==> config.mk <==
export PLATFORM = sky130hd
export DESIGN_NAME = exec_ctrl
export DESIGN_NICKNAME = d
export VERILOG_FILES = /design/src/exec_pkg.sv /design/src/exec_ctrl.sv
export SDC_FILE = /design/constraint.sdc
export NUM_CORES = 1
export LEC_CHECK = 0
export ABC_AREA = 1
export BUFFER_PORTS_ARGS = -buffer_cell sky130_fd_sc_hd__clkbuf_2
export CAP_MARGIN = 20
export CORE_AREA = 10 10 128 130
export CTS_BUF_LIST = sky130_fd_sc_hd__clkbuf_8
export CTS_CLUSTER_DIAMETER = 60
export DETAILED_ROUTE_END_ITERATION = 8
export DIE_AREA = 0 0 138 140
export PLACE_DENSITY = 0.79
export SLEW_MARGIN = 30
export SYNTH_ARGS = -nofsm -noshare
export SYNTH_HDL_FRONTEND = slang
export SYNTH_SLANG_ARGS = --single-unit
==> constraint.sdc <==
create_clock -name clk -period 3.6 [get_ports clk]
set_input_delay 0.36 -clock clk [delete_from_list [all_inputs] [get_ports clk]]
set_output_delay 0.36 -clock clk [all_outputs]
set_load 0.05 [all_outputs]
==> src/exec_pkg.sv <==
`default_nettype none

package exec_pkg;

    localparam int XLEN = 64;
    localparam int SHAMT_W = 6;
    localparam int DIV_CYCLES = XLEN; // One quotient bit per cycle

    // Major opcodes, instruction bits 6:2
    typedef enum logic [4:0] {
        LUI       = 5'b01101,
        AUIPC     = 5'b00101,
        OP_IMM    = 5'b00100,
        OP_IMM_32 = 5'b00110,
        OP        = 5'b01100,
        OP_32     = 5'b01110
    } opcode_e;

    typedef enum logic [3:0] {
        EXC_NONE          = 4'd0,
        EXC_ILLEGAL_INSTR = 4'd2 // mcause encoding
    } trap_cause_e;

    typedef enum logic [1:0] {
        UNIT_ALU,
        UNIT_MUL,
        UNIT_DIV
    } unit_e;

    localparam logic [6:0] FUNCT7_MULDIV = 7'b0000001;

    // Base integer funct3
    localparam logic [2:0] F3_ADD  = 3'b000;
    localparam logic [2:0] F3_SLL  = 3'b001;
    localparam logic [2:0] F3_SLT  = 3'b010;
    localparam logic [2:0] F3_SLTU = 3'b011;
    localparam logic [2:0] F3_XOR  = 3'b100;
    localparam logic [2:0] F3_SRL  = 3'b101; // Also SRA
    localparam logic [2:0] F3_OR   = 3'b110;
    localparam logic [2:0] F3_AND  = 3'b111;

    // M extension funct3
    localparam logic [2:0] F3_MUL    = 3'b000;
    localparam logic [2:0] F3_MULH   = 3'b001;
    localparam logic [2:0] F3_MULHSU = 3'b010;
    localparam logic [2:0] F3_MULHU  = 3'b011;
    localparam logic [2:0] F3_DIV    = 3'b100;
    localparam logic [2:0] F3_DIVU   = 3'b101;
    localparam logic [2:0] F3_REM    = 3'b110;
    localparam logic [2:0] F3_REMU   = 3'b111;

endpackage

`default_nettype wire

==> src/exec_ctrl.sv <==
`timescale 1ns/1ps
`default_nettype none

module exec_ctrl (
    input  wire                              clk,
    input  wire                              rst,
    input  wire                              i_valid,
    input  wire exec_pkg::opcode_e           i_opcode,
    input  wire [2:0]                        i_funct3,
    input  wire [6:0]                        i_funct7,
    input  wire [exec_pkg::XLEN-1:0]         i_alu_result,
    input  wire                              i_alu_exception,
    input  wire [2*exec_pkg::XLEN-1:0]       i_mul_product,
    input  wire                              i_div_done,
    input  wire [exec_pkg::XLEN-1:0]         i_div_result,
    output logic                             o_mul_start,
    output logic                             o_div_start,
    output logic                             o_valid,
    output logic                             o_exception,
    output exec_pkg::trap_cause_e            o_trap_cause,
    output logic [exec_pkg::XLEN-1:0]        o_result
);

    localparam int XLEN = exec_pkg::XLEN;

    logic                 is_muldiv;
    exec_pkg::unit_e      unit;
    exec_pkg::unit_e      unit_q;
    exec_pkg::opcode_e    opcode_q;
    logic [2:0]           funct3_q;
    logic                 pending;
    logic                 mul_done;
    logic                 div_done;
    logic [XLEN-1:0]      mul_word;
    logic                 mul_illegal;
    logic                 sel_valid;
    logic                 sel_exc;
    logic [XLEN-1:0]      sel_result;

    assign is_muldiv = (i_opcode == exec_pkg::OP || i_opcode == exec_pkg::OP_32) &&
                       i_funct7 == exec_pkg::FUNCT7_MULDIV;
    assign unit = !is_muldiv ? exec_pkg::UNIT_ALU :
                  (i_funct3[2] ? exec_pkg::UNIT_DIV : exec_pkg::UNIT_MUL);

    assign o_mul_start = i_valid && unit == exec_pkg::UNIT_MUL;
    assign o_div_start = i_valid && unit == exec_pkg::UNIT_DIV;

    assign mul_done = pending && unit_q == exec_pkg::UNIT_MUL; // Product ready after one cycle
    assign div_done = pending && unit_q == exec_pkg::UNIT_DIV && i_div_done;

    always_comb begin
        mul_illegal = 1'b0;
        mul_word = i_mul_product[XLEN-1:0];
        if (opcode_q == exec_pkg::OP_32) begin
            mul_word = {{(XLEN-32){i_mul_product[31]}}, i_mul_product[31:0]}; // MULW
            mul_illegal = funct3_q != exec_pkg::F3_MUL;
        end else begin
            case (funct3_q)
                exec_pkg::F3_MULH, exec_pkg::F3_MULHSU, exec_pkg::F3_MULHU:
                    mul_word = i_mul_product[2*XLEN-1:XLEN];
                default: mul_word = i_mul_product[XLEN-1:0];
            endcase
        end
    end

    always_comb begin
        sel_valid = 1'b0;
        sel_exc = 1'b0;
        sel_result = i_alu_result;
        if (i_valid && unit == exec_pkg::UNIT_ALU) begin
            sel_valid = 1'b1;
            sel_exc = i_alu_exception;
        end else if (mul_done) begin
            sel_valid = 1'b1;
            sel_exc = mul_illegal;
            sel_result = mul_word;
        end else if (div_done) begin
            sel_valid = 1'b1;
            sel_result = i_div_result;
        end
    end

    always_ff @(posedge clk) begin
        if (rst) begin
            pending <= 1'b0;
            unit_q <= exec_pkg::UNIT_ALU;
            o_valid <= 1'b0;
            o_exception <= 1'b0;
            o_trap_cause <= exec_pkg::EXC_NONE;
        end else begin
            o_valid <= sel_valid;
            o_exception <= sel_exc;
            o_trap_cause <= sel_exc ? exec_pkg::EXC_ILLEGAL_INSTR : exec_pkg::EXC_NONE;
            if (o_mul_start || o_div_start) begin
                pending <= 1'b1;
                unit_q <= unit;
            end else if (mul_done || div_done) begin
                pending <= 1'b0;
            end
        end
    end

    always_ff @(posedge clk) begin
        if (i_valid) begin
            opcode_q <= i_opcode;
            funct3_q <= i_funct3;
        end
        if (sel_valid)
            o_result <= sel_result;
    end

    a_no_issue_pending: assert property (@(posedge clk) disable iff (rst)
        pending |-> !i_valid);
    a_div_done_expected: assert property (@(posedge clk) disable iff (rst)
        i_div_done |-> pending && unit_q == exec_pkg::UNIT_DIV);

endmodule

`default_nettype wire

; Word level (Yosys, flattened, before mapping)
; Index checks and enable logic that the tools add are counted.
[totals]
output_inout_bits = 72
reg_bits = 81
input_bits = 276
wordCells = 49
[op_classes]
muxes = 16
eq_ne = 11
reduce_logical = 14
[ops]
columns = op, n
row1 = $mux W64, 5
row2 = $eq A5 B4 Y1 const B, 3
row3 = $mux W1, 8
row4 = $eq A7 B1 Y1 const B, 1
row5 = $logic_and A1 B1 Y1, 7
row6 = $eq A3 B2 Y1 const B, 2
row7 = $mux W2, 3
row8 = $eq A2 B1 Y1 const B, 2
row9 = $eq A2 B2 Y1 const B, 2
row10 = $eq A3 B1 Y1 const B, 1
row11 = $logic_or A1 B1 Y1, 3
row12 = $reduce_bool A3 Y1, 1
row13 = $reduce_or A3 Y1, 1
row14 = $logic_not A2 Y1, 1
row15 = $reduce_bool A2 Y1, 1

; Longest topological paths before layout
[depth]
word_depth = 8
depth_mapped = 11
depth_no_buf = 11

; Worst setup path after synthesis
; Ideal clock, no wire load.
[synth_timing]
kind = input port to flip-flop
startpoint = in i_funct7[2]
endpoint = reg o_result[0] (netlist name) (enable)
path_buffers = 2
stages = 8
t_arrival_ns = 2.230
path_slack_ns = 0.681
setup_ns = 0.689
cell_sequence = inv_1 nand2_1 nor2_1 nand3_1 nand2_2 buf_4 buf_2 nand2_1
[synth_between]
elab_chain_cells = 6
[synth_lines]
columns = item, line_no
row1 = "start, declared", exec_ctrl.sv:10  ; input wire [6:0] i_funct7,
row2 = $eq A7 B1 Y1, exec_ctrl.sv:41  ; i_funct7 == exec_pkg::FUNCT7_MULDIV;
row3 = $logic_and A1 B1 Y1, exec_ctrl.sv:40  ; assign is_muldiv = (i_opcode == exec_pkg::OP || i_opcode == exec_pkg::OP_32) &&
row4 = $mux W2, exec_ctrl.sv:42  ; assign unit = !is_muldiv ? exec_pkg::UNIT_ALU :
row5 = $logic_not A2 Y1, exec_ctrl.sv:70  ; if (i_valid && unit == exec_pkg::UNIT_ALU) begin
row6 = $logic_and A1 B1 Y1, exec_ctrl.sv:70
row7 = $mux W1, exec_ctrl.sv:70
row8 = named net sel_valid, exec_ctrl.sv:36  ; logic sel_valid;
row9 = "end signal, assigned", exec_ctrl.sv:109  ; o_result <= sel_result;
row10 = "end, declared", exec_ctrl.sv:21  ; output logic [exec_pkg::XLEN-1:0] o_result
; The timed path passes the listed nets, and every way through them passes these cells.
; A chain may end at the register's enable or synchronous reset.

; Worst setup path in the final report
[layout_timing]
startpoint = reg funct3_q[0]
endpoint = reg o_result[63] (netlist name), data pin
[layout_between]
elab_chain_cells = 6
word_cells_on_any_way = 8
classes_between = eq/ne: 3 / mux: 4 / reduce/logical: 1
[layout_lines]
columns = item, line_no
row1 = "start, declared", exec_ctrl.sv:30  ; logic [2:0] funct3_q;
row2 = "start signal, assigned", exec_ctrl.sv:106  ; funct3_q <= i_funct3;
row3 = $eq A3 B1 Y1 / $eq A3 B2 Y1 (equally long branches), exec_ctrl.sv:58  ; case (funct3_q)
row4 = $reduce_or A3 Y1 (*), exec_ctrl.sv:58
row5 = $mux W64 (*), exec_ctrl.sv:58
row6 = $mux W64 (*), exec_ctrl.sv:54  ; if (opcode_q == exec_pkg::OP_32) begin
row7 = $mux W64 (*), exec_ctrl.sv:73  ; end else if (mul_done) begin
row8 = $mux W64 (*), exec_ctrl.sv:70
row9 = named net sel_result[63], exec_ctrl.sv:38  ; logic [XLEN-1:0] sel_result;
; The timed path passes the listed nets; every way through them passes the cells marked *.

==> impl_results.md <==
* Setup Buffers After CTS at 0
* Synth Area in XOR/XNOR at 0
* Status: completed
* Routed Antenna Nets at 0
* Minimum clock period after layout at 2300 ps
* Final net count at about 1.4k
* Hold crit path type: in2reg
* Met3 global-route usage at 0.0757
* Register area share after synthesis at 0.385
* Drt total wl at 21200 um
* Share of cells above drive strength 1 at 0.428
* Worst-Skew Late Latency at ~340 ps
* Gr usage total at 0.205
* Drt first pass iters at 5
* P&R area growth vs syn at 31.9%
* Total power at about 0.0023 W
* Die width at 138 um
* CTS tree: done
* Most frequent cells in the layout: clkbuf_2 (344), nand2_1 (274), inv_1 (144)
* Leak at ~4.3 nW
* Max cap viols at 0
* WP data required at ~3700 ps
* Dpl hpwl at 16900 um
* RSZ-0062 raised after global routing: no
* Arr. time, crit path at 2380 ps
* Global routing usage on met2 at 0.359
* FF+latch count, synth at 77
* Final setup fails at 0
* Power Dens Cells at about 290 nW/um^2
* Largest family of logic cells by synthesized area: simple AND/OR/NAND/NOR gates
* Final Skew at 13.0 ps
* Element type at the critical path start: register
* FMAX at about 0.44 GHz
* Wire per inst at 16.3 um
* CTS root buf: clkbuf_8
* Clock slew at reported path FFs at approximately 90 ps
* Grt met1 use at 0.222
* Synth Area in Simple Gates at 0.272
* Worst Setup End Kind: register
* Distinct cell type count after synthesis at 23
* Max VDD drop at around 190 uV
* Diode count at 0
* Cell Rows at between 40 and 50
* Hold_buf cts at 0
* Least-Margin Pin Slew at slightly below 1000 ps
* Fill count at between 1k and 1.5k
* Hold Fails Final Rpt at 0
* Crit Path Category: reg2reg
* Die Area at 19300 um^2
* Chip Height at around 140 um
* Synthesized area per cell at ~7.3 um^2
* PnR worst setup slack at ~1300 ps
* Port buffer count at 344
* Max clock buf depth at 2
* Via count at a little over 6k
* Initial antenna violation count at 0
* Syn. warnings at 0
* # resized after CTS at 0
* GRT Residual Overflow at 0
* Post-synthesis adder-cell area fraction at 0
* Final setup TNS at 0 ps
* Most common library cell in the layout ignoring fill and taps: clkbuf_2
* CTS H-tree depth at 3
* Clk sinks at 77
* Pre-CTS WS at 1150 ps
* Critical path peak fanout at 40
* Number of buffers created by CTS at 9
* Ports at 348
* Area of the core at 13800 um^2
* Worst slew margin at 0.339
* Proportion of synthesized area in mux cells at 0
* Compound-gate portion of the synthesized area at 0.181
* Starting density of the core at 0.426
* Fin crit share at 0.638
* Via density at 4.75
* Worst hold margin at about 200 ps
* Final Max Tran Viols at 0
* Post-Syn Area at a little under 6000 um^2
* First-pass GRT wire length at 32200 um
* Post-route DRC at 0
* Routability cong. at between 0.8 and 0.9
* Synth Instances at just over 800
* GRT Max-Usage Layer: met2
* Vias in the first global route at 6236
* Largest net degree at the start of global routing at 75
* First-iteration detailed-routing DRC count at 311
-- cell type report --
class | instances | area [um^2] | area share
multi-input cells | 526 | 2710 | 0.350
flip-flops and latches | 77 | 2260 | 0.292
repair buffers | 352 | 1810 | 0.233
inverters | 147 | 552 | 0.0713
well taps | 180 | 225 | 0.0291
clock buffers | 9 | 124 | 0.0160
clock inverters | 7 | 66.3 | 0.00856
-- metal layers --
metal / share of wire / up-vias
met5: 0 / -
met4: 0.027 / 0
met3: 0.090 / 30
met2: 0.50 / 286
met1: 0.39 / 2710
li1: - / 3139
-- where the power goes --
part	total [W]	internal (W)	switching [W]
Sequential	0.00104	0.00102	0.0000134
Combinational	0.000586	0.000213	0.000372
Clock	0.000639	0.000316	0.000323
Total	0.00226	0.00155	0.000709
-- per-stage QoR --
| step | area, um^2 | cells | util |
|---|---|---|---|
| 2_1_floorplan | 5880 | 807 | - |
| 3_3_place_gp | 7550 | 1282 | 0.548 |
| 3_5_place_dp | 7550 | 1282 | 0.548 |
| 4_1_cts | 7740 | 1298 | 0.562 |
| 5_1_grt | 7740 | 1298 | 0.562 |
| 6_report | 7740 | 1298 | 0.562 |
-- critical path, cell delays in order, from the launching register on --
cell and delay, ps:
edfxtp_1 380, nor2_1 90, nor2_4 740, buf_4 440, nand2_1 80, nand3_1 80
nand2_1 60, nand2_1 90, a21oi_1 60
-- kinds of logic after synthesis --
family          count (synthesis)
compound gates                135
buf+inv                       204
flops                          77
other cells                     1
simple gates                  388
-- cell usage after synthesis --
library cell	instances	area (um^2)
a21oi_1	31	155
nand4_1	1	6.26
o21ai_4	1	16.3
buf_4	11	82.6
or2_4	1	8.76
nand2_2	1	6.26
nor2_1	9	33.8
nand2_1	276	1040
edfxtp_1	72	2160
inv_1	144	541
inv_2	3	11.3
o21ai_1	1	5.00
buf_12	5	100
dfxtp_1	5	100
buf_8	1	15.0
clkbuf_1	6	22.5
buf_2	34	170
conb_1	1	3.75
nand3_1	98	490
or2_2	1	6.26
a21oi_2	100	876
nor2_4	1	11.3
o21ai_0	2	10.0
-- path summary, 6_finish.rpt --
| check | startpoint | end | slack, ps | cells past startpoint |
|---|---|---|---|---|
| hold / removal | i_opcode[1] | opcode_q[1]$_DFFE_PP_ | 200 | 1 |
| setup reg to reg | funct3_q[0]$_DFFE_PP_ | o_result[63]$_DFFE_PP_ | 1300 | 8 |
| setup / recovery | funct3_q[0]$_DFFE_PP_ | o_result[63]$_DFFE_PP_ | 1300 | 8 |
| hold reg to reg | pending$_SDFFE_PP0P_ | pending$_SDFFE_PP0P_ | 470 | 2 |
-- sequential cells by signal, indices dropped and copies added (netlist names) --
name	flops
pending	1
o_trap_cause	1
funct3_q	3
o_valid	1
opcode_q	5
o_result	64
unit_q	2
Power figures use the tool's default switching activity.
