### src/exec_pkg.sv
`default_nettype none

package exec_pkg;

    localparam int XLEN = 64;
    localparam int SHAMT_W = 6;
    localparam int DIV_CYCLES = XLEN; // One quotient bit per cycle

    // Major opcodes, instruction bits 6:2
    typedef enum logic [4:0] {
        LUI       = 5'b01101,
        AUIPC     = 5'b00101,
        OP_IMM    = 5'b00100,
        OP_IMM_32 = 5'b00110,
        OP        = 5'b01100,
        OP_32     = 5'b01110
    } opcode_e;

    typedef enum logic [3:0] {
        EXC_NONE          = 4'd0,
        EXC_ILLEGAL_INSTR = 4'd2 // mcause encoding
    } trap_cause_e;

    typedef enum logic [1:0] {
        UNIT_ALU,
        UNIT_MUL,
        UNIT_DIV
    } unit_e;

    localparam logic [6:0] FUNCT7_MULDIV = 7'b0000001;

    // Base integer funct3
    localparam logic [2:0] F3_ADD  = 3'b000;
    localparam logic [2:0] F3_SLL  = 3'b001;
    localparam logic [2:0] F3_SLT  = 3'b010;
    localparam logic [2:0] F3_SLTU = 3'b011;
    localparam logic [2:0] F3_XOR  = 3'b100;
    localparam logic [2:0] F3_SRL  = 3'b101; // Also SRA
    localparam logic [2:0] F3_OR   = 3'b110;
    localparam logic [2:0] F3_AND  = 3'b111;

    // M extension funct3
    localparam logic [2:0] F3_MUL    = 3'b000;
    localparam logic [2:0] F3_MULH   = 3'b001;
    localparam logic [2:0] F3_MULHSU = 3'b010;
    localparam logic [2:0] F3_MULHU  = 3'b011;
    localparam logic [2:0] F3_DIV    = 3'b100;
    localparam logic [2:0] F3_DIVU   = 3'b101;
    localparam logic [2:0] F3_REM    = 3'b110;
    localparam logic [2:0] F3_REMU   = 3'b111;

endpackage

`default_nettype wire

### src/exec_div.sv
`timescale 1ns/1ps
`default_nettype none

module exec_div (
    input  wire                       clk,
    input  wire                       rst,
    input  wire                       i_start,
    input  wire                       i_word,
    input  wire [2:0]                 i_funct3,
    input  wire [exec_pkg::XLEN-1:0]  i_rs1_data,
    input  wire [exec_pkg::XLEN-1:0]  i_rs2_data,
    output logic                      o_done,
    output logic [exec_pkg::XLEN-1:0] o_result
);

    localparam int XLEN = exec_pkg::XLEN;
    localparam int CNT_W = $clog2(exec_pkg::DIV_CYCLES);

    logic              is_signed;
    logic [XLEN-1:0]   a_ext;
    logic [XLEN-1:0]   b_ext;
    logic              a_neg;
    logic              b_neg;
    logic [XLEN-1:0]   min_val;
    logic              busy;
    logic [CNT_W-1:0]  count;
    logic [XLEN-1:0]   quo;
    logic [XLEN-1:0]   rem;
    logic [XLEN-1:0]   divisor;
    logic [XLEN:0]     shifted;
    logic [XLEN:0]     diff;
    logic [XLEN-1:0]   dividend_q;
    logic              by_zero_q;
    logic              ovf_q;
    logic              q_neg_q;
    logic              r_neg_q;
    logic              word_q;
    logic [2:0]        funct3_q;
    logic [XLEN-1:0]   q_fix;
    logic [XLEN-1:0]   r_fix;
    logic [XLEN-1:0]   res;

    assign is_signed = i_funct3 == exec_pkg::F3_DIV || i_funct3 == exec_pkg::F3_REM;
    assign a_ext = !i_word ? i_rs1_data :
                   {{(XLEN-32){is_signed && i_rs1_data[31]}}, i_rs1_data[31:0]};
    assign b_ext = !i_word ? i_rs2_data :
                   {{(XLEN-32){is_signed && i_rs2_data[31]}}, i_rs2_data[31:0]};
    assign a_neg = is_signed && a_ext[XLEN-1];
    assign b_neg = is_signed && b_ext[XLEN-1];
    assign min_val = i_word ? {{(XLEN-31){1'b1}}, 31'b0} : {1'b1, {(XLEN-1){1'b0}}};

    assign shifted = {rem, quo[XLEN-1]};
    assign diff = shifted - {1'b0, divisor};

    always_ff @(posedge clk) begin
        if (rst) begin
            busy <= 1'b0;
            count <= '0;
            o_done <= 1'b0;
        end else begin
            o_done <= 1'b0;
            if (i_start) begin
                busy <= 1'b1;
                count <= '0;
            end else if (busy) begin
                count <= count + 1'b1;
                if (count == CNT_W'(exec_pkg::DIV_CYCLES - 1)) begin
                    busy <= 1'b0;
                    o_done <= 1'b1;
                end
            end
        end
    end

    always_ff @(posedge clk) begin
        if (i_start) begin
            quo <= a_neg ? -a_ext : a_ext; // Dividend magnitude
            rem <= '0;
            divisor <= b_neg ? -b_ext : b_ext;
            dividend_q <= a_ext;
            by_zero_q <= b_ext == '0;
            ovf_q <= is_signed && a_ext == min_val && b_ext == '1;
            q_neg_q <= a_neg ^ b_neg;
            r_neg_q <= a_neg; // Remainder takes the dividend's sign
            word_q <= i_word;
            funct3_q <= i_funct3;
        end else if (busy) begin
            if (!diff[XLEN]) begin // No borrow, divisor fits
                rem <= diff[XLEN-1:0];
                quo <= {quo[XLEN-2:0], 1'b1};
            end else begin
                rem <= shifted[XLEN-1:0];
                quo <= {quo[XLEN-2:0], 1'b0};
            end
        end
    end

    assign q_fix = q_neg_q ? -quo : quo;
    assign r_fix = r_neg_q ? -rem : rem;

    always_comb begin
        case (funct3_q)
            exec_pkg::F3_DIV:  res = by_zero_q ? '1 : (ovf_q ? dividend_q : q_fix);
            exec_pkg::F3_DIVU: res = by_zero_q ? '1 : quo;
            exec_pkg::F3_REM:  res = by_zero_q ? dividend_q : (ovf_q ? '0 : r_fix);
            exec_pkg::F3_REMU: res = by_zero_q ? dividend_q : rem;
            default:           res = '0;
        endcase
    end

    assign o_result = word_q ? {{(XLEN-32){res[31]}}, res[31:0]} : res;

    a_no_start_busy: assert property (@(posedge clk) disable iff (rst) i_start |-> !busy);

endmodule

`default_nettype wire

### config.mk
export PLATFORM = sky130hd
export DESIGN_NAME = exec_div
export DESIGN_NICKNAME = d
export VERILOG_FILES = /design/src/exec_pkg.sv /design/src/exec_div.sv
export SDC_FILE = /design/constraint.sdc
export NUM_CORES = 1
export LEC_CHECK = 0
export ABC_AREA = 1
export BUFFER_PORTS_ARGS = -buffer_cell sky130_fd_sc_hd__buf_2
export CELL_PAD_IN_SITES_DETAIL_PLACEMENT = 1
export CELL_PAD_IN_SITES_GLOBAL_PLACEMENT = 1
export CORE_ASPECT_RATIO = 1.5
export CORE_MARGIN = 1
export CORE_UTILIZATION = 44
export DETAILED_ROUTE_END_ITERATION = 7
export GPL_ROUTABILITY_DRIVEN = 0
export PLACE_DENSITY = 0.86
export SLEW_MARGIN = 20
export SYNTH_ARGS = -nofsm -noshare
export SYNTH_HDL_FRONTEND = slang
export SYNTH_SLANG_ARGS = --single-unit
### constraint.sdc
create_clock -name clk -period 4.1 [get_ports clk]
set_clock_uncertainty 0.2 [all_clocks]
set_input_delay 0.82 -clock clk [delete_from_list [all_inputs] [get_ports clk]]
set_output_delay 0.82 -clock clk [all_outputs]
set_load 0.05 [all_outputs]
### Yosys cells after proc, flatten, opt, wreduce, memory -nomap -nowiden

Cells that the tools add are included.
Widths: inputs -> output; s select.

| storage, ports and cells | value |
|---|---|
| bits in registers | 272 |
| input bits | 135 |

| operators by class | value |
|---|---|
| add/sub/neg operators | 6 |
| equal/unequal tests | 9 |
| mux-type cells | 23 |
| bitwise gates (word level) | 2 |
| reductions and logical operators | 11 |

Operators by type and width:

| kind | number |
|---|---|
| $mux 64 | 16 |
| $neg 64->64 | 4 |
| $pmux 64 s4 | 1 |
| $sub 65x64->65 | 1 |
| $eq 64x64->1 | 1 |
| $eq 64x64->1 const B | 1 |
| $logic_not 64->1 | 1 |
| $mux 63 | 1 |
| $eq 3x3->1 const B | 6 |
| $add 6x1->6 const B | 1 |
| $eq 6x6->1 const B | 1 |
| $logic_and 1x1->1 | 6 |
| $mux 1 | 5 |
| $reduce_or 3->1 | 1 |
| $reduce_bool 2->1 | 1 |
| $reduce_or 2->1 | 1 |
| $logic_or 1x1->1 | 1 |
| $not 1->1 | 1 |
| $xor 1x1->1 | 1 |

### Longest topological paths before layout

Gate-level depths: netlist (run 1).

| depth | value |
|---|---|
| depth after elaboration | 7 |
| depth in mapped cells | 21 |

### Worst setup path before layout (run 1)

Ideal clock, no wire load.

| path | value |
|---|---|
| kind | register -> output |
| start point | register funct3_q[0] |
| end point | output o_result[0] in the netlist's numbering |
| data arrival time | 2,906 ps |
| required time | 3,080 ps |
| slack | 174 ps |
| stages on the path, launching flop included | 6 |
| buffers on the path | 0 |
| cell sequence | edfxtp_1 nor3_1 inv_1 nor2_1 nor2_1 o311ai_0 |

| between the ends | value |
|---|---|
| longest elaborated chain between the ends | 3 |
| elaborated cells on any way between the ends | 6 |
| those cells by class | 4 x eq/ne; 2 x mux |

RTL lines:

| element | line | RTL |
|---|---|---|
| from (decl) | exec_div.sv:38 | `logic [2:0] funct3_q;` |
| from (signal assigned) | exec_div.sv:86 | `funct3_q <= i_funct3;` |
| $eq 3x3->1 | exec_div.sv:102 | `case (funct3_q)` |
| $pmux 64 s4 * | exec_div.sv:102 |  |
| $mux 64 * | exec_div.sv:111 | `assign o_result = word_q ? {{(XLEN-32){res[31]}}, res[31:0]} : res;` |
| to (decl) | exec_div.sv:13 | `output logic [exec_pkg::XLEN-1:0] o_result` |

Mark *: on every way between the ends. The rest lies on a longest branch, timed or not.

### Final worst setup path (run 1)

| path | value |
|---|---|
| start point | register quo[12] |
| end point | output o_result[29] in the netlist's numbering |

| between the ends | value |
|---|---|
| longest elaborated chain between the ends | 6 |

RTL lines:

| element | line | RTL |
|---|---|---|
| from (decl) | exec_div.sv:27 | `logic [XLEN-1:0] quo;` |
| from (signal assigned) | exec_div.sv:77 | `quo <= a_neg ? -a_ext : a_ext;` |
| from (signal assigned) | exec_div.sv:90 | `quo <= {quo[XLEN-2:0], 1'b1};` |
| from (signal assigned) | exec_div.sv:93 | `quo <= {quo[XLEN-2:0], 1'b0};` |
| $neg 64->64 | exec_div.sv:98 | `assign q_fix = q_neg_q ? -quo : quo;` |
| $mux 64 | exec_div.sv:98 |  |
| $mux 64 (2 in series) | exec_div.sv:103 | `exec_pkg::F3_DIV: res = by_zero_q ? '1 : (ovf_q ? dividend_q : q_fix);` |
| $pmux 64 s4 | exec_div.sv:102 |  |
| $mux 64 | exec_div.sv:111 |  |

Every way passes these cells.

==> results of run 1 <==
## state kept, by name, summed over array words and instances, names as in the netlist, 3 cells and up
register and flops:
dividend_q 64, count 6, quo 64, rem 64, divisor 64, funct3_q 3
## worst max path at each step
stage                startpoint            to  slack [ps]
detailed placement       quo[0]  o_result[22]         160
global route             quo[4]  o_result[43]        -350
CTS                      quo[4]  o_result[25]         0.7
finish                  quo[12]  o_result[29]        -370
floorplan           funct3_q[0]   o_result[0]         170
global placement         quo[1]  o_result[22]         210
## what timing repair did
item                       4_1_cts  5_1_grt
hold buffers                     0        0
setup endpoints to repair       49       47
gates cloned                     1        0
resized for setup               70      185
pin swaps                        2       38
buffers inserted                18       59
## cell type report
cell class / instances / area share
tap: 885 / 0.0320
sequential: 272 / 0.215
inverter: 764 / 0.0831
antenna: 2 / 0.000145
clock buffer: 30 / 0.0205
timing repair buffer: 378 / 0.0832
multi-input combinational: 3951 / 0.558
clock inverter: 22 / 0.00777
## cells by family after synthesis
kind of cell,Yosys count,share of synthesized area
AO/OA/AOI/OAI,517,0.0937
adder cells (fa/ha/maj),71,0.0300
XOR/XNOR,134,0.0394
buffers and inverters,932,0.123
AND/OR/NAND/NOR,3229,0.464
flip-flops,272,0.250
## cells in the final DEF (no fill, tap or decap), types with 68 or more instances in the layout
cell	count
o21ai_0	241
edfxtp_1	200
nand2_1	1795
nand3_1	366
ha_1	68
nor2_1	552
nor3_1	80
xor2_1	97
a21oi_1	172
nand4_1	132
buf_2	151
inv_1	731
dfxtp_1	72
buf_4	170
## metrics by stage
| stage | setup TNS [ps] | hold WS, ps | std cells | setup slack (ps) | cell area (µm²) |
|---|---|---|---|---|---|
| floorplan | 0 | 246 | 5155 | 174 | 29800 |
| global placement | 0 | 268 | 6172 | 209 | 32300 |
| detailed placement | 0 | 285 | 6172 | 163 | 32300 |
| CTS | 0 | 195 | 6243 | 0.663 | 33600 |
| global route | -8570 | 205 | 6303 | -351 | 34600 |
| finish | -6490 | 202 | 6304 | -368 | 34600 |
## worst max-delay path: stages, from the launching register on
cell	delay, ps
edfxtp_1	460
buf_4	190
nor2_1	170
nand2_1	130
nor2_2	200
nand2_2	240
o21ai_0	280
buf_4	220
nand2_1	70
nand3_1	80
o21ai_0	80
o21ai_0	160
nand4_1	250
buf_6	250
## layer usage
| metal | GRT usage | up-vias |
|---|---|---|
| li1 | - | 16900 |
| met1 | 0.442 | 17600 |
| met2 | 0.708 | 2321 |
| met3 | 0.0590 | 832 |
| met4 | 0.401 | 4 |
| met5 | 0 | - |
## power breakdown
group / leakage, nW / switching (mW) / internal (mW)
registers: 2.56 / 0.243 / 3.21
clock network: 0.470 / 1.29 / 1.58
logic: 15.0 / 2.33 / 0.953
total: 18.0 / 3.86 / 5.74
==> key figures, run 1 <==
STA
  – Max-slew violation count: 0
  – Crit share post-route: 1.09
  – Clock period minus final worst setup slack: 4470 ps
  – Worst-Margin Slew: 929 ps
  – Setup-failing EPs final: 49
  – F_max: 224 MHz
  – Setup WS post-layout: -368 ps
  – RSZ-0062 raised after global routing: yes
  – Rel. slew slack: 0.374
  – Final number of hold-violating endpoints: 0

Synthesis
  – Post-synth EDFFs: 200
  – Top cells by count, synth: nand2_1, inv_1, nor2_1, nand3_1, o21ai_0
  – Distinct cell type count after synthesis: 58
  – Syn Std Cell Area: 29800 µm²
  – Dominant synthesized flop cell: edfxtp_1
  – Cell count after synthesis: between 5000 and 6000
  – Share of the synthesized area in the top cell type: 0.230
  – Ys Warns: 0
  – FF+latch count, synth: 272
  – Register area share after synthesis: 0.250
  – Top-count cell post-synth: nand2_1
  – Synth async-reset ratio: 0
  – Mapped Nets: around 5400
  – Synth Area per Inst: 5.78 µm²
  – Area leader, netlist: nand2_1
  – Largest cells by area after synthesis: nand2_1, edfxtp_1, inv_1

Finish
  – Share of layout cells above drive strength 1: 0.130
  – Multi-input logic area: 19300 µm²
  – Nets@finish: around 5600
  – Layout Utilization: 0.518
  – Fill count: around 9500
  – Area Growth Syn to Fin: 16.1%
  – Storage element area: 7450 µm²

Power and ir drop
  – Power Dens Cells: around 280 nW/µm²
  – LEAKAGE: 18.0 nW
  – Total power: 9.61 mW
  – VDD IR max: 0.488 mV

GRT
  – Pin count of the biggest net entering global routing: 104
  – Number of global-route vias before repair: 36800
  – Total GRT Usage: 0.417
  – First-pass GRT wire length: 219 mm
  – Initial antenna violation count: 5
  – Total grt overflow: 0

Min path
  – Hold endpoint: dividend_q[7]
  – Hold Path Stages: 1
  – Hold crit path type: input pin to flip-flop
  – Hold Startpoint: i_rs1_data[7]

Critical path
  – CP Launch Type: flip-flop
  – R2R Path End: rem[29]
  – Critical Path End Type: primary output
  – Worst r2r src: quo[63]
  – CP required: around 3000 ps
  – R2R depth: 20
  – Worst reg-to-reg setup slack: 410 ps
  – Arr. time, crit path: 3450 ps
  – CP max FO: 4
  – WS Path Type: flip-flop to primary output

Detailed routing
  – Via/cell ratio: 5.96
  – M1 WL: roughly 53 mm
  – Vias: ~38000
  – Initial DRC Count: roughly 3700
  – Max layer used: met5
  – Detail Route Antenna Nets: 0
  – DR pass1 iterations: 6
  – DRC violations left: 0
  – Met2 WL: 70.9 mm
  – Final WL: 156 mm
  – Avg WL per Cell: 24.7 µm
  – WL met3: 13.4 mm

Place
  – Port bufs: about 200
  – HPWL after detailed placement: 116 mm

CTS
  – Worst-path clk slew: 70 ps
  – CTS Buf Count: 28
  – CTS sink count: 272
  – Worst skew pair latency: 640 ps
  – TritonCTS clock tree: built
  – CTS Root Cell: clkbuf_16
  – H-tree levels: 1
  – CTS max path bufs: 3

Floorplanning
  – Initial core utilization: 0.446
  – FP Rows: between 100 and 150
  – Die H: 321 µm
  – CORE AREA: 66900 µm²
  – DIE AREA: 68800 µm²
  – DIE WIDTH: 215 µm
  – Num ports: 200

Status
  – Run status: finished with violations
  – Failing checks: setup timing

Job
  – Max-Cap Viols: 0
Note: power is estimated with default switching activity, not from simulation.
==> run 2, diff against run 1 <==
- BUFFER_PORTS_ARGS: -buffer_cell sky130_fd_sc_hd__buf_2 -> -buffer_cell sky130_fd_sc_hd__buf_4
- PLACE_DENSITY: 0.86 -> not set
- PLACE_DENSITY_LB_ADDON: not set -> 0.1
==> key figures, run 2 (synthesized netlist as in run 1, its figures left out) <==
Power and ir drop
  – Internal: 5.86 mW (was 5.74 mW)
  – Switch Pwr: 3.68 mW (was 3.86 mW)
  – VDD IR max: 0.303 mV (was 0.488 mV)
  – Sw Share: 0.385 (was 0.402)
  – Combinational group share of total power: 0.325 (was 0.341)
  – Clock Power Share: 0.311 (was 0.299)
  – LEAKAGE: 18.0 nW (about the same)
  – Total power: 9.54 mW (was 9.61 mW)
  – Power share of the sequential group: 0.364 (was 0.360)
  – Power Dens Cells: 274 nW/µm² (was 277 nW/µm²)

Critical path
  – Critical-path cell list: inv_2, ha_4, nand2_4, nor2_4, nand3_4, o21ai_4, buf_6, xor2_1, o21ai_1, nand2_1, nand4_1, buf_6 (was buf_4, nor2_1, nand2_1, nor2_2, nand2_2, o21ai_0, buf_4, nand2_1, nand3_1, o21ai_0, o21ai_0, nand4_1, buf_6)
  – Slowest cell delay on critical path: 440 ps (was 460 ps)
  – WS Path Type: flip-flop to primary output (unchanged)
  – CP Launch Type: flip-flop (unchanged)
  – R2R depth: 18 (was 20)
  – Slowest CP cell: edfxtp_1 (unchanged)
  – Arr. time, crit path: 3200 ps (was 3450 ps)
  – CP max FO: 6 (was 4)
  – Most Frequent Cell on Critical Path: buf_6 (was o21ai_0)
  – Critical Path End Type: primary output (unchanged)
  – CP required: 3080 ps (about the same)

Detailed routing
  – Vias: 36100 (was 37600)
  – Final WL: 147 mm (was 156 mm)
  – Via/cell ratio: 5.73 (was 5.96)
  – Initial DRC Count: 2923 (was 3708)
  – Avg WL per Cell: 23.3 µm (was 24.7 µm)
  – DR pass1 iterations: 5 (was 6)
  – DRC violations left: 0 (unchanged)
  – Detail Route Antenna Nets: 0 (unchanged)

Status
  – Run status: finished with violations (unchanged)
  – Failing checks: setup timing (unchanged)

CTS
  – CTS Root Cell: clkbuf_16 (unchanged)
  – CTS max path bufs: 3 (unchanged)
  – CTS Buf Count: 28 (unchanged)
  – H-tree levels: 1 (unchanged)
  – CTS sink count: 272 (unchanged)
  – Worst-path clk slew: 70 ps (about the same)
  – CTS Hold Bufs: 0 (unchanged)
  – TritonCTS clock tree: built (unchanged)
  – Worst skew pair latency: 640 ps (about the same)

STA
  – Worst-Margin Slew: 890 ps (was 929 ps)
  – F_max: 237 MHz (was 224 MHz)
  – Total Neg Setup Slack: -740 ps (was -6490 ps)
  – Clock period minus final worst setup slack: 4220 ps (was 4470 ps)
  – Max-slew violation count: 0 (unchanged)
  – Setup WS post-layout: -118 ps (was -368 ps)
  – Crit share post-route: 1.03 (was 1.09)
  – Rel. slew slack: 0.407 (was 0.374)
  – Final number of hold-violating endpoints: 0 (unchanged)
  – RSZ-0062 raised after global routing: yes (unchanged)
  – Setup-failing EPs final: 22 (was 49)

GRT
  – First-pass GRT wire length: 213 mm (was 219 mm)
  – GR peak layer: met2 (unchanged)
  – Total GRT Usage: 0.406 (was 0.417)
  – Pin count of the biggest net entering global routing: 83 (was 104)
  – Number of global-route vias before repair: 35900 (was 36800)
  – M2 GR Usage: 0.712 (was 0.708)
  – Global Route met3 Usage: 0.0357 (was 0.0590)
  – Total grt overflow: 0 (unchanged)
  – Met1 Track Usage GR: 0.438 (was 0.442)
  – Initial antenna violation count: 5 (unchanged)

Place
  – Port bufs: 199 (unchanged)
  – HPWL after detailed placement: 116 mm (about the same)
  – Pre-CTS setup slack: 222 ps (was 163 ps)

Finish
  – Most frequent cells in the layout: nand2_1, inv_1, nor2_1 (unchanged)
  – Area Growth Syn to Fin: 16.7% (was 16.1%)
  – Nets@finish: 5592 (was 5601)
  – Commonest non-fill, non-tap cell in the layout: nand2_1 (unchanged)
  – Share of layout cells above drive strength 1: 0.128 (was 0.130)
  – Fill count: 9480 (was 9464)

Floorplanning
  – Num ports: 200 (unchanged)
  – Die H: 321 µm (unchanged)
  – CORE AREA: 66900 µm² (unchanged)
  – Initial core utilization: 0.446 (unchanged)
  – FP Rows: 116 (unchanged)
  – DIE WIDTH: 215 µm (unchanged)
  – DIE AREA: 68800 µm² (unchanged)

Job
  – Max-Cap Viols: 0 (unchanged)

Min path
  – Hold crit path type: input pin to flip-flop (unchanged)
  – Hold Path Stages: 1 (unchanged)
==> run 2: power by group through the flow <==
stage | logic [mW] | clock network (mW) | registers (mW)
finish | 3.10 | 2.97 | 3.48
floorplan | 1.75 | 0 | 3.37
CTS | 2.83 | 2.96 | 3.45
detailed placement | 2.77 | 0 | 3.51
global placement | 2.71 | 0 | 3.50
global route | 3.29 | 3.05 | 3.48
==> run 2: final cells by class <==
| cell class | count | area (µm²) | share of cell area |
|---|---|---|---|
| Antenna cell | 1 | 2.50 | 0.0000719 |
| Clock buffer | 34 | 723 | 0.0208 |
| Clock inverter | 17 | 300 | 0.00863 |
| Inverter | 764 | 2880 | 0.0827 |
| Multi-Input combinational cell | 3951 | 19300 | 0.554 |
| Sequential cell | 272 | 7450 | 0.214 |
| Tap cell | 885 | 1110 | 0.0318 |
| Timing Repair Buffer | 369 | 3070 | 0.0883 |
==> run 2: critical path, delay by kind of cell, from the launching register on <==
| kind | cells | cell delay [ps] |
|---|---|---|
| simple gates | 5 | 780 |
| buf+inv | 3 | 620 |
| flops | 1 | 440 |
| compound gates | 2 | 340 |
| xor+xnor | 1 | 190 |
| fa+ha+maj | 1 | 180 |
==> run 2: timing repair <==
item                                    in CTS  in global routing
pin swaps                                    2                 21
hold endpoints to repair                     0                  0
gates resized for setup                     71                143
setup buffers                                8                 65
endpoints found under the setup margin      50                 50
gates cloned                                 0                  2
==> run 2: per-stage QoR <==
step	instances	area, µm²	utilization	hold slack (ps)
after global placement	6166	32500	0.486	273
after detailed placement	6166	32500	0.486	283
after floorplan	5155	29800	-	246
after CTS	6225	33800	0.506	170
after global routing	6293	34800	0.520	185
final	6293	34800	0.520	179
==> run 2: worst paths after layout <==
path | from | end | slack, ps
max | quo[0] | o_result[22] | -120
min | i_rs1_data[7] | dividend_q[7] | 180
max reg2reg | quo[63] | quo[0] | 350
min reg2reg | count[5] | o_done | 290
==> run 2: metal layers <==
metal | vias up | wire length (µm)
li1 | 16800 | -
met1 | 17100 | 52500
met2 | 1554 | 70400
met3 | 593 | 8080
met4 | 2 | 15700
met5 | - | 12
